**src/source/cpuPkg.sv**
```systemverilog
`default_nettype none

package cpuPkg;

	// Data and address word
	typedef logic [15:0] word;

	// One of sixteen general registers
	typedef logic [3:0] regIdx;

	// Major opcode, instruction bits 15..12
	typedef enum logic [3:0] {
		opAdd  = 4'h0,
		opSub  = 4'h1,
		opXor  = 4'h2,
		opAnd  = 4'h3,
		opSll  = 4'h4,
		opSra  = 4'h5,
		opRor  = 4'h6,
		opNop  = 4'h7,
		opLw   = 4'h8,
		opSw   = 4'h9,
		opLlb  = 4'hA,
		opLhb  = 4'hB,
		opBr   = 4'hC,
		// Spare codes, executed as no-ops
		opNopD = 4'hD,
		opNopE = 4'hE,
		opHlt  = 4'hF
	} opcode;

	// Branch condition, instruction bits 11..9
	typedef enum logic [2:0] {
		ccNe = 3'd0,
		ccEq = 3'd1,
		ccGt = 3'd2,
		ccLt = 3'd3,
		ccGe = 3'd4,
		ccLe = 3'd5,
		ccOv = 3'd6,
		ccUn = 3'd7
	} condCode;

	// Negative, overflow, zero
	typedef struct packed {
		logic n;
		logic v;
		logic z;
	} flags;

	// ALU function, low codes line up with opcodes 0..6
	typedef enum logic [2:0] {
		aluAdd, aluSub, aluXor, aluAnd, aluSll, aluSra, aluRor, aluPass
	} aluOp;

	// Operand source in execute
	typedef enum logic [1:0] {
		fwdRegfile = 2'd0,
		fwdFromMem = 2'd1,
		fwdFromWb  = 2'd2
	} fwdSel;

	// Bubble word placed in IF/ID
	localparam word nopInstr = {opNop, 12'h000};

endpackage

`default_nettype wire

```
**src/source/fetch.sv**
```systemverilog
`timescale 1ns/1ps
`default_nettype none

module fetch (
	input wire clk,
	input wire rstN,
	input wire stall,
	input wire halting,
	input wire branchTaken,
	input wire cpuPkg::word branchTarget,
	output cpuPkg::word imemAddr,
	input wire cpuPkg::word imemData,
	output cpuPkg::word instrId,
	output cpuPkg::word pcPlusOneId
);

	cpuPkg::word pc;
	cpuPkg::word pcPlusOne;

	assign pcPlusOne = pc + 16'd1;
	// Instruction memory answers in the same cycle
	assign imemAddr = pc;

	// Branch wins, then hold, else sequential
	always_ff @(posedge clk or negedge rstN) begin
		if (!rstN) begin
			pc <= '0;
		end else if (branchTaken) begin
			pc <= branchTarget;
		end else if (!stall && !halting) begin
			pc <= pcPlusOne;
		end
	end

	// IF/ID instruction, squashed behind a taken branch
	always_ff @(posedge clk or negedge rstN) begin
		if (!rstN) begin
			instrId <= cpuPkg::nopInstr;
		end else if (branchTaken) begin
			instrId <= cpuPkg::nopInstr;
		end else if (!stall && !halting) begin
			instrId <= imemData;
		end
	end

	// Return address for branch target math
	always_ff @(posedge clk) begin
		if (!stall && !halting) begin
			pcPlusOneId <= pcPlusOne;
		end
	end

	// Stall from hazard unit must freeze the PC
	pcHoldOnStall: assert property (@(posedge clk) disable iff (!rstN)
		stall |=> $stable(pc));

endmodule

`default_nettype wire

```
**config.mk**
```make
export PLATFORM = sky130hd
export DESIGN_NAME = fetch
export DESIGN_NICKNAME = d
export VERILOG_FILES = /design/src/source/cpuPkg.sv /design/src/source/fetch.sv
export SDC_FILE = /design/constraint.sdc
export NUM_CORES = 1
export LEC_CHECK = 0
export ABC_AREA = 1
export BUFFER_PORTS_ARGS = -buffer_cell sky130_fd_sc_hd__buf_4
export CAP_MARGIN = 20
export CORE_UTILIZATION = 52
export CTS_BUF_LIST = sky130_fd_sc_hd__clkbuf_16
export CTS_CLUSTER_SIZE = 20
export DETAILED_ROUTE_END_ITERATION = 16
export GPL_TIMING_DRIVEN = 0
export HOLD_SLACK_MARGIN = 0.15
export MAX_ROUTING_LAYER = met4
export PLACE_DENSITY = 0.8
export SYNTH_ARGS = -nofsm -noshare
export SYNTH_HDL_FRONTEND = slang
export SYNTH_SLANG_ARGS = --single-unit
```
**constraint.sdc**
```tcl
create_clock -name clk -period 2.6 [get_ports clk]
set_input_delay 0.13 -clock clk [delete_from_list [all_inputs] [get_ports clk]]
set_output_delay 0.13 -clock clk [all_outputs]
set_load 0.005 [all_outputs]
```
Word-level counts from Yosys, hierarchy flattened
Index checks and enable logic that the tools add are counted.
Widths: inputs -> output; s select.
{"block": "word_totals", "reg_bits": 48, "latch_bits": 0, "ramBits": 0, "romBits": 0, "inputBits": 37, "out_inout_bits": 48, "elab_cells": 12, "memories": 0}
{"block": "classes", "addsub": 1, "mul": 0, "div": 0, "magnitude_cmp": 0, "eq_ne": 0, "shift": 0, "mux": 4, "n_bitwise": 0, "n_reduce_logical": 4}
{"op": "$mux 16", "count": 4}
{"op": "$add 16x1->16 const B", "count": 1}
{"op": "$logic_not 1->1", "count": 2}
{"op": "$reduce_bool 2->1", "count": 1}
{"op": "$logic_and 1x1->1", "count": 1}

Logic depth before layout (Yosys ltp)
Gate-level depths: netlist (run 1).
{"block": "logic_depth", "depth_word": 4, "depth_mapped": 8, "mapped_depth_nobuf": 8}

Worst setup path after synthesis (run 1)
No wires, ideal clock.
{"block": "synth_timing", "path_type": "register to register", "start": "register pc[0], in the netlist imemAddr[0]", "end": "register pcPlusOneId[10] (data pin)", "setup_time_ps": 255, "arrival_ps": 1228, "t_required_ps": 2345, "setup_slack_ps": 1118, "stages_incl_launch_ff": 8, "n_path_buf": 0, "period_less_slack_ps": 1482, "path_cell_list": "dfrtp_1 > ha_1 > nand3_2 > nor2_4 > nand2_2 > nor2_1 > nand2_1 > and2_1"}
{"block": "synth_via", "elab_chain_len": 1}
{"item": "from (decl)", "line": "fetch.sv:17", "text": "cpuPkg::word pc;"}
{"item": "from (signal assigned)", "line": "fetch.sv:29", "text": "pc <= branchTarget;"}
{"item": "from (signal assigned)", "line": "fetch.sv:31", "text": "pc <= pcPlusOne;"}
{"item": "$add 16x1->16", "line": "fetch.sv:20", "text": "assign pcPlusOne = pc + 16'd1;"}
{"item": "net pcPlusOne[10]", "line": "fetch.sv:18", "text": "cpuPkg::word pcPlusOne;"}
{"item": "to (signal assigned)", "line": "fetch.sv:49", "text": "pcPlusOneId <= pcPlusOne;"}
{"item": "to (decl)", "line": "fetch.sv:14", "text": "output cpuPkg::word pcPlusOneId"}
The timed path passes the listed nets, and every way through them passes these cells.
A chain may end at the register's enable or synchronous reset.

Worst setup path after layout (run 1)
Same ends and word-level chain as after synthesis.

==> run_results.csv, run 1 <==
group,metric,value,unit
synthesis,synth_fa_ha_area_share,0.5653,%
drt,drcViolationCount,0,
synthesis,yosysWarnings,0,
global_routing,grt_overflow_total,0,
drt,drt-total-wl,5575,um
synthesis,synth_cells,223,
outcome,status,"finished clean",
floorplanning,dieArea,4521,um2
drt,drt_iter0_drc,143,
global_routing,grt_start_max_net_pins,33,
cts,cts_buffers,5,
floorplanning,start_util,54.55,%
final_layout,area_delta_synth_final,47.99,%
cts,clk_path_buf_depth,2,
final_layout,finalNetCount,375,
floorplanning,dieWidth,67.24,um
critical_path,cp-end-kind,"register",
floorplanning,rows,23,
pwr,ir_drop,0.0003886,V
final_layout,final_common_cell,"buf_4",
global_routing,grt.total_usage,27.62,%
final_layout,layout_common_cells,"buf_4, nand2_1, inv_1",
final_layout,drive_above_1_share,31.66,%
cts,cts_resized,0,
sta,fin_crit_sh,64.94,%
cts,path_clk_slew,0.06,ns
final_layout,fillCellCount,259,
global_routing,grt_antenna_before_repair,0,
placement,hpwl,3606,um
cts,clock-sinks,48,
synthesis,synthesis.area,2213,um2
floorplanning,core_area,4058,um2
sta,fin_crit,1.689,ns
synthesis,synth-seq-cells,48,
sta,max_freq,592.2,MHz
synthesis,synthDistinctLibCells,30,
critical_path,crit_fanout,7,
critical_path,critPathBufInv,0,
final_layout,n_antenna_cell,0,
critical_path,critical_path_class,"reg2reg",
cts,tritoncts,"done",
sta,setup-tns-final,0,ns
critical_path,slowest_stage,"dfrtp_1",
cts,root_buffer,"clkbuf_16",
sta,setup_violations,0,
job,cap_violations,0,
cts,htree_num_levels,2,
synthesis,syn-num-nets,261,
floorplanning,die_h,67.24,um
final_layout,final_core_util,80.73,%
pwr,leakagePower,1.611,nW
hold_path,hp-class,"in2reg",
synthesis,yosysSeqAreaShare,58.06,%
synthesis,synth_xor_area_share,2.770,%
critical_path,startpoint_type,"register",
critical_path,slowest_delay,0.45,ns
sta,fin_ws,0.9114,ns
pwr,power.density,566.5,nW/um2
sta,rsz0062_at_grt,"no",
placement,io_buffers,83,
drt,viasPerCell,5.039,
drt,detailroute.via_count,1955,
critical_path,crit_family,"simple AND/OR/NAND/NOR gates",
final_layout,regArea,1285,um2
placement,gp_congestion,0.8142,
global_routing,grt_pass1_vias,1887,
drt,wl_per_cell,14.37,um
sta,clock_skew,0.004012,ns
sta,maxSlewViolCount,0,
synthesis,yosys.area_share.simple,19.16,%
global_routing,grt_first_pass_wirelength,8680,um
synthesis,synth_compound_area_share,12.15,%
sta,slew_headroom,58.37,%
critical_path,worstPathRequired,2.65,ns
drt,dr.pass1.iters,5,
placement,pre_cts_ws,0.9306,ns
critical_path,arrival,1.74,ns
synthesis,synth_top_family_by_area,"simple AND/OR/NAND/NOR gates",
synthesis,syn_avg_cell_area,9.925,um2
critical_path,crit_chain,"ha_1, nand3_2, nor2_4, nand2_2, nor2_1, nand2_1, and2_1",
sta,worst_slew_pin_slew,0.6230,ns
drt,drtAntennaViolNets,0,
synthesis,synth.mux.area_fraction,0,%
cts,clock_latency,0.29,ns
sta,finalHoldViolCount,0,
floorplanning,ios,85,
final_layout,multiInputGateArea,767.0,um2
sequential cells by signal, summed over array words and instances, names as in the netlist:
register	cells
instrId	16
imemAddr	16
pcPlusOneId	16
worst paths after layout:
kind                                             endpoint  cells past startpoint  slack (ns)                    start
worst max-delay path            pcPlusOneId[10]$_DFFE_PP_                      7        0.91  imemAddr[0]$_DFFE_PN0P_
worst min-delay path              imemAddr[8]$_DFFE_PN0P_                      5        0.14          branchTarget[8]
worst max register to register  pcPlusOneId[10]$_DFFE_PP_                      7        0.91  imemAddr[0]$_DFFE_PN0P_
worst min register to register     instrId[8]$_DFFE_PN0P_                      1        0.51   instrId[8]$_DFFE_PN0P_
max in group asynchronous         instrId[13]$_DFFE_PN1P_                      2        1.93                     rstN
min in group asynchronous        imemAddr[15]$_DFFE_PN0P_                      2        0.32                     rstN
worst register-to-register path, delay by kind of cell, from the launching register on:
family        cells  cell delay [ns]
flops             1             0.45
fa+ha+maj         1             0.25
simple gates      6             0.75
report_power, final:
| group | switching, mW | internal (mW) | leakage (nW) |
|---|---|---|---|
| sequential | 0.0530 | 0.850 | 0.553 |
| combinational | 0.158 | 0.185 | 0.984 |
| clock | 0.264 | 0.346 | 0.0738 |
| total | 0.475 | 1.38 | 1.61 |
cells in the mapped netlist (all sizes together):
library cell | instances | area (um2)
a21oi | 1 | 5.000
a22o | 14 | 122.6
a31oi | 1 | 6.260
and2 | 2 | 12.51
buf | 6 | 41.28
dfrtp | 29 | 725.7
dfstp | 3 | 78.83
edfxtp | 16 | 480.5
ha | 1 | 12.51
inv | 32 | 120.1
nand2 | 61 | 234.0
nand3 | 8 | 45.04
nand3b | 1 | 7.510
nand4 | 3 | 18.77
nor2 | 16 | 106.4
o211ai | 3 | 22.52
o21ai | 13 | 65.06
o21bai | 2 | 15.01
o22a | 3 | 26.28
o22ai | 1 | 6.260
xnor2 | 1 | 8.760
xor2 | 6 | 52.55
stage by stage:
stage                     instances  cell area, um2  power [mW]  hold slack (ns)
after floorplan                 223            2213       1.049          -0.1656
after global placement          356            2899       1.216          0.09306
after detailed placement        356            2899       1.227           0.1029
after CTS                       388            3276       1.857           0.1502
after global routing            388            3276       1.939           0.1735
final                           388            3276       1.856           0.1406
area by class of cell:
cell class	count	area share, %
clock inverter	3	0.3438
multi-input combinational	137	23.41
sequential	48	39.23
clock buffer	5	3.820
inverter	32	3.667
tap	50	1.910
timing repair buffer	107	26.36
buffer	6	1.261
per-layer routing:
metal / wire (um) / vias up / global-route usage [%]
met5: 0 / - / -
met2: 2849 / 72 / 46.63
met1: 2324 / 917 / 32.60
met4: 101 / 0 / 10.90
li1: - / 957 / -
met3: 300 / 9 / 4.899
logic make-up after synthesis:
logic type / count (synthesis)
flip-flops: 48
AO/OA/AOI/OAI: 38
XOR/XNOR: 7
AND/OR/NAND/NOR: 91
buffers and inverters: 38
adder cells (fa/ha/maj): 1
what timing repair did:
| item | 4_1_cts | 5_1_grt |
|---|---|---|
| endpoints found under the hold margin | 55 | 0 |
| hold buffers | 24 | 0 |
| setup endpoints to repair | 0 | 0 |
| buffers inserted | 0 | 0 |
(Power assumes the default switching activity.)
==> run 2, diff against run 1 <==
--- a/config.mk
+++ b/config.mk
@@ -8,14 +8,14 @@
 export ABC_AREA = 1
 export BUFFER_PORTS_ARGS = -buffer_cell sky130_fd_sc_hd__buf_4
 export CAP_MARGIN = 20
-export CORE_UTILIZATION = 52
+export CORE_UTILIZATION = 44
 export CTS_BUF_LIST = sky130_fd_sc_hd__clkbuf_16
 export CTS_CLUSTER_SIZE = 20
 export DETAILED_ROUTE_END_ITERATION = 16
 export GPL_TIMING_DRIVEN = 0
 export HOLD_SLACK_MARGIN = 0.15
 export MAX_ROUTING_LAYER = met4
-export PLACE_DENSITY = 0.8
+export PLACE_DENSITY = 0.72
 export SYNTH_ARGS = -nofsm -noshare
 export SYNTH_HDL_FRONTEND = slang
 export SYNTH_SLANG_ARGS = --single-unit
==> constraint.sdc (replaced) <==
create_clock -name clk -period 1.4 [get_ports clk]
set_input_delay 0.07 -clock clk [delete_from_list [all_inputs] [get_ports clk]]
set_output_delay 0.07 -clock clk [all_outputs]
set_load 0.005 [all_outputs]
==> run 2 against run 1 <==
Against the previous run:
- the flow now finishes with violations (setup timing)
- final cell count up 9.5%
- die area increased by 18%
- critical path depth is the same
- worst setup slack lost 0.95 ns
- clock power up 82%
- wire length rose by 3.2%
- hold slack gained 0.021 ns
- sequential power grew 86%
- sequential cell count unchanged
- combinational power rose by 120%
- critical endpoint unchanged
==> run_results.csv, run 2 (synthesis results as in run 1) <==
group,metric,value,unit
placement,dp_cells,373,
global_routing,grt.total_usage,24.26,%
sta,finalHoldViolCount,0,
sta,setup-tns-final,-0.05755,ns
global_routing,grt_first_pass_wirelength,9239,um
critical_path,critical_path_class,"reg2reg",
critical_path,slowest_stage,"dfrtp_2",
drt,dr.pass1.iters,4,
pwr,p_total,3.535,mW
final_layout,final_cells,425,
pwr,power.density,997.3,nW/um2
floorplanning,die_h,72.93,um
pwr,ir_drop,0.0005682,V
sta,whs,0.1620,ns
final_layout,fin_area,3545,um2
drt,viasPerCell,4.736,
sta,fin_crit_sh,102.8,%
final_layout,fillCellCount,345,
critical_path,worstPathRequired,1.44,ns
cts,path_clk_slew,0.06,ns
critical_path,arrival,1.48,ns
cts,clock-sinks,48,
final_layout,layout_common_cells,"buf_4, nand2_1, dlygate4sd3_1",
critical_path,crit_fanout,5,
outcome,violations,"setup timing",
critical_path,crit_chain,"ha_4, nand3_4, nor2_4, buf_4, nand3b_1, nand2_1, and2_1",
drt,drt_iter0_drc,147,
critical_path,crit_end,"pcPlusOneId[10]$_DFFE_PP_",
floorplanning,core_area,4786,um2
floorplanning,rows,25,
cts,htree_num_levels,2,
final_layout,final_common_cell,"buf_4",
critical_path,rrSetupSlack,-0.04,ns
critical_path,slowest_delay,0.43,ns
cts,root_buffer,"clkbuf_16",
cts,clk_path_buf_depth,2,
critical_path,cp-end-kind,"register",
sta,max_freq,695.0,MHz
hold_path,hp-class,"in2reg",
pwr,leakagePower,1.714,nW
cts,clock_latency,0.28,ns
final_layout,final_core_util,74.07,%
final_layout,area_delta_synth_final,60.15,%
critical_path,timing.critical_path.from,"imemAddr[0]$_DFFE_PN0P_",
sta,worst_slew_pin_slew,0.6073,ns
sta,fin_crit,1.439,ns
drt,wl_per_cell,13.54,um
placement,gp_congestion,0.8124,
sta,slew_headroom,59.42,%
floorplanning,dieArea,5318,um2
sta,setup_violations,3,
floorplanning,dieWidth,72.93,um
final_layout,drive_above_1_share,36.87,%
sta,clock_skew,0.001557,ns
final_layout,n_antenna_cell,0,
cts,tritoncts,"done",
outcome,status,"finished with violations",
drt,drcViolationCount,0,
placement,dpl_cell_area,2920,um2
placement,pre_cts_ws,-0.2477,ns
global_routing,grt_overflow_total,0,
global_routing,grt_pass1_vias,2009,
global_routing,grt_antenna_before_repair,0,
cts,cts_buffers,5,
critical_path,r2r-end,"pcPlusOneId[10]$_DFFE_PP_",
job,cap_violations,0,
floorplanning,start_util,46.25,%
drt,detailroute.via_count,2013,
global_routing,grt_start_max_net_pins,33,
sta,fin_ws,-0.03888,ns
critical_path,ff2ff_path_depth,7,
final_layout,regArea,1290,um2
final_layout,finalNetCount,395,
critical_path,rr_startpoint,"imemAddr[0]$_DFFE_PN0P_",
sta,rsz0062_at_grt,"yes",
placement,hpwl,3716,um
drt,drt-total-wl,5754,um
placement,io_buffers,83,
final_layout,multiInputGateArea,837.1,um2
drt,drtAntennaViolNets,0,
critical_path,startpoint_type,"register",
sta,maxSlewViolCount,0,
floorplanning,ios,85,
run 2: power breakdown:
group          switching (mW)  internal, mW  leakage, nW
Clock                   0.469         0.642       0.0701
Sequential              0.100          1.58        0.549
Combinational           0.331         0.411         1.10
run 2: metal layers:
layer	track usage, %	vias to the layer above	part of all wire (%)
met5	-	-	0
met2	41.95	73	52
met1	28.40	936	41
met4	8.932	0	1.6
li1	-	993	-
met3	4.144	11	5.3
run 2: worst min-delay path by stage:
stage | from | to | slack, ns | depth (start not counted)
2_1_floorplan | rstN | imemAddr[0]$_DFFE_PN0P_ | -0.23 | 0
3_3_place_gp | rstN | imemAddr[11]$_DFFE_PN0P_ | 0.04 | 1
3_5_place_dp | rstN | imemAddr[11]$_DFFE_PN0P_ | 0.03 | 1
4_1_cts | branchTaken | imemAddr[15]$_DFFE_PN0P_ | 0.16 | 5
5_1_grt | halting | pcPlusOneId[5]$_DFFE_PP_ | 0.18 | 2
6_report | branchTaken | imemAddr[1]$_DFFE_PN0P_ | 0.16 | 4
run 2: critical path, delay by kind of cell (launching register included):
family	cells	cell delay [ns]
fa+ha+maj	1	0.18
simple gates	5	0.43
flops	1	0.43
buf+inv	1	0.15
run 2: layout make-up:
class | count | area share, %
buffer | 6 | 1.165
clock buffer | 5 | 3.530
clock inverter | 3 | 0.3177
inverter | 32 | 3.389
multi-input combinational | 137 | 23.61
sequential | 48 | 36.39
tap | 67 | 2.365
timing repair buffer | 127 | 29.23
run 2: timing repair:
item / CTS / global route
resized for setup: 8 / 10
endpoints found under the setup margin: 11 / 22
pin swaps: 5 / 7
hold buffers: 33 / 0
endpoints found under the hold margin: 64 / 0
buffers inserted: 8 / 3
==> run 3, diff against run 2 <==
==> constraint.sdc (replaced) <==
create_clock -name clk -period 1.4 [get_ports clk]
set_input_delay 0.14 -clock clk [delete_from_list [all_inputs] [get_ports clk]]
set_output_delay 0.14 -clock clk [all_outputs]
set_load 0.005 [all_outputs]
==> run 3 against run 2 <==
Against the previous run:
- via count increased by 0.50%
- critical endpoint unchanged
- hold slack got worse by 0.0063 ns
- highest routed layer unchanged
- sequential power about the same
- sequential cell count unchanged
- critical path type unchanged
- the run still ends with setup timing left
- first-iteration DRC count increased by 2.7%
- combinational power decreased by 1%
- die area unchanged
- wire length increased by 0.94%
- core utilization decreased by 1.0 points
- sequential share of layout area increased by 0.51 points
==> run_results.csv, run 3 (synthesis results as in run 1) <==
group,metric,value,unit
critical_path,startpoint_type,"register",
critical_path,cp-end-kind,"register",
global_routing,grt_pass1_vias,1964,
critical_path,crit_fanout,5,
outcome,status,"finished with violations",
critical_path,crit_chain,"ha_4, nand3_4, nor2_4, buf_6, nand3b_1, nand2_1, and2_4",
sta,fin_crit,1.439,ns
sta,maxSlewViolCount,0,
cts,path_clk_slew,0.06,ns
final_layout,n_antenna_cell,0,
cts,tritoncts,"done",
drt,drt-total-wl,5808,um
critical_path,slowest_delay,0.43,ns
final_layout,fin_area,3496,um2
cts,clock-sinks,48,
drt,drcViolationCount,0,
drt,wl_per_cell,13.83,um
critical_path,ff2ff_path_depth,7,
final_layout,layout_common_cells,"buf_4, nand2_1, inv_1",
floorplanning,dieArea,5318,um2
final_layout,multiInputGateArea,834.6,um2
cts,clock_latency,0.28,ns
cts,clk_path_buf_depth,2,
floorplanning,core_area,4786,um2
cts,root_buffer,"clkbuf_16",
drt,viasPerCell,4.817,
placement,io_buffers,83,
placement,pre_cts_ws,-0.2477,ns
floorplanning,rows,25,
pwr,power.density,1009,nW/um2
drt,drt_iter0_drc,151,
sta,fin_crit_sh,102.8,%
floorplanning,ios,85,
floorplanning,die_h,72.93,um
drt,drtAntennaViolNets,0,
critical_path,arrival,1.48,ns
drt,dr.pass1.iters,4,
sta,max_freq,694.9,MHz
critical_path,slowest_stage,"dfrtp_2",
placement,hpwl,3716,um
sta,clock_skew,0.001995,ns
sta,rsz0062_at_grt,"yes",
pwr,leakagePower,1.701,nW
critical_path,critPathBufInv,1,
final_layout,finalNetCount,390,
placement,gp_congestion,0.8124,
final_layout,drive_above_1_share,38.81,%
critical_path,crit_end,"pcPlusOneId[10]$_DFFE_PP_",
critical_path,cp_num_cells,7,
critical_path,critical_path_class,"reg2reg",
global_routing,grt_first_pass_wirelength,9108,um
cts,cts_buffers,5,
critical_path,rrSetupSlack,-0.04,ns
cts,htree_num_levels,2,
sta,worst_slew_pin_slew,0.4174,ns
critical_path,timing.critical_path.from,"imemAddr[0]$_DFFE_PN0P_",
sta,setup_violations,3,
final_layout,final_common_cell,"buf_4",
global_routing,grt_antenna_before_repair,0,
critical_path,worstPathRequired,1.44,ns
global_routing,grt.total_usage,24.05,%
floorplanning,start_util,46.25,%
placement,dpl_cell_area,2920,um2
critical_path,r2r-end,"pcPlusOneId[10]$_DFFE_PP_",
sta,finalHoldViolCount,0,
sta,fin_ws,-0.03913,ns
sta,slew_headroom,72.17,%
outcome,violations,"setup timing",
global_routing,grt_overflow_total,0,
final_layout,area_delta_synth_final,57.94,%
floorplanning,dieWidth,72.93,um
job,cap_violations,0,
final_layout,fillCellCount,356,
pwr,ir_drop,0.0005740,V
hold_path,hp-class,"in2reg",
critical_path,crit_family,"simple AND/OR/NAND/NOR gates",
final_layout,regArea,1290,um2
drt,detailroute.via_count,2023,
global_routing,grt_start_max_net_pins,33,
critical_path,rr_startpoint,"imemAddr[0]$_DFFE_PN0P_",
-- run 3: cell count changes in the layout (fill, tap and decap cells not counted), sizes merged --
cell	before	now
dlygate4sd3	33	23
buf	100	105
-- run 3: how the worst min path moves through the flow --
stage	start	depth (start not counted)	to	slack, ns
after floorplan	rstN	0	imemAddr[0]$_DFFE_PN0P_	-0.16
after global placement	rstN	1	imemAddr[11]$_DFFE_PN0P_	0.11
after detailed placement	rstN	1	imemAddr[11]$_DFFE_PN0P_	0.10
after CTS	branchTarget[0]	3	imemAddr[0]$_DFFE_PN0P_	0.15
after global routing	branchTarget[0]	3	imemAddr[0]$_DFFE_PN0P_	0.17
final	branchTarget[13]	5	imemAddr[13]$_DFFE_PN0P_	0.16
-- run 3: report_power, final --
part | total, mW | switching, mW | internal [mW]
clock | 1.11 | 0.472 | 0.643
combinational | 0.734 | 0.329 | 0.405
sequential | 1.68 | 0.0979 | 1.58
-- run 3: through the flow --
stage               hold slack (ns)  util (%)  power [mW]  instances  TNS [ns]
floorplan                   -0.1556         -       1.949        223  -0.08218
global placement             0.1061     61.02       2.264        373    -2.774
detailed placement           0.1050     61.02       2.279        373    -4.466
CTS                          0.1517     70.67       3.491        412   -0.1498
global route                 0.1743     73.05       3.709        420   -0.6786
finish                       0.1557     73.05       3.528        420  -0.06393
-- run 3: tightest hold or removal path, delay by kind of cell --
family | cells | cell delay (ns)
buf+inv | 2 | 0.12
simple gates | 2 | 0.09
compound gates | 1 | 0.06
-- run 3: area by class of cell --
| class | count | area share [%] |
|---|---|---|
| Clock inverter | 3 | 0.3221 |
| Sequential cell | 48 | 36.90 |
| Clock buffer | 5 | 3.579 |
| Timing Repair Buffer | 122 | 28.31 |
| Tap cell | 67 | 2.398 |
| Inverter | 32 | 3.436 |
| Buffer | 6 | 1.181 |
| Multi-Input combinational cell | 137 | 23.87 |
-- run 3: layer usage --
layer	wire length (um)	vias up	global-route usage [%]
li1	-	987	-
met1	2316	941	27.67
met2	3061	85	41.23
met3	325	10	5.110
met4	106	0	9.150
met5	0	-	-
-- run 3: repair_timing --
action	in CTS	in global routing
endpoints found under the hold margin	54	0
setup endpoints to repair	11	22
pin swaps	5	8
gates resized for setup	8	11
buffers inserted	8	8
cloned	0	0
hold buffers	23	0
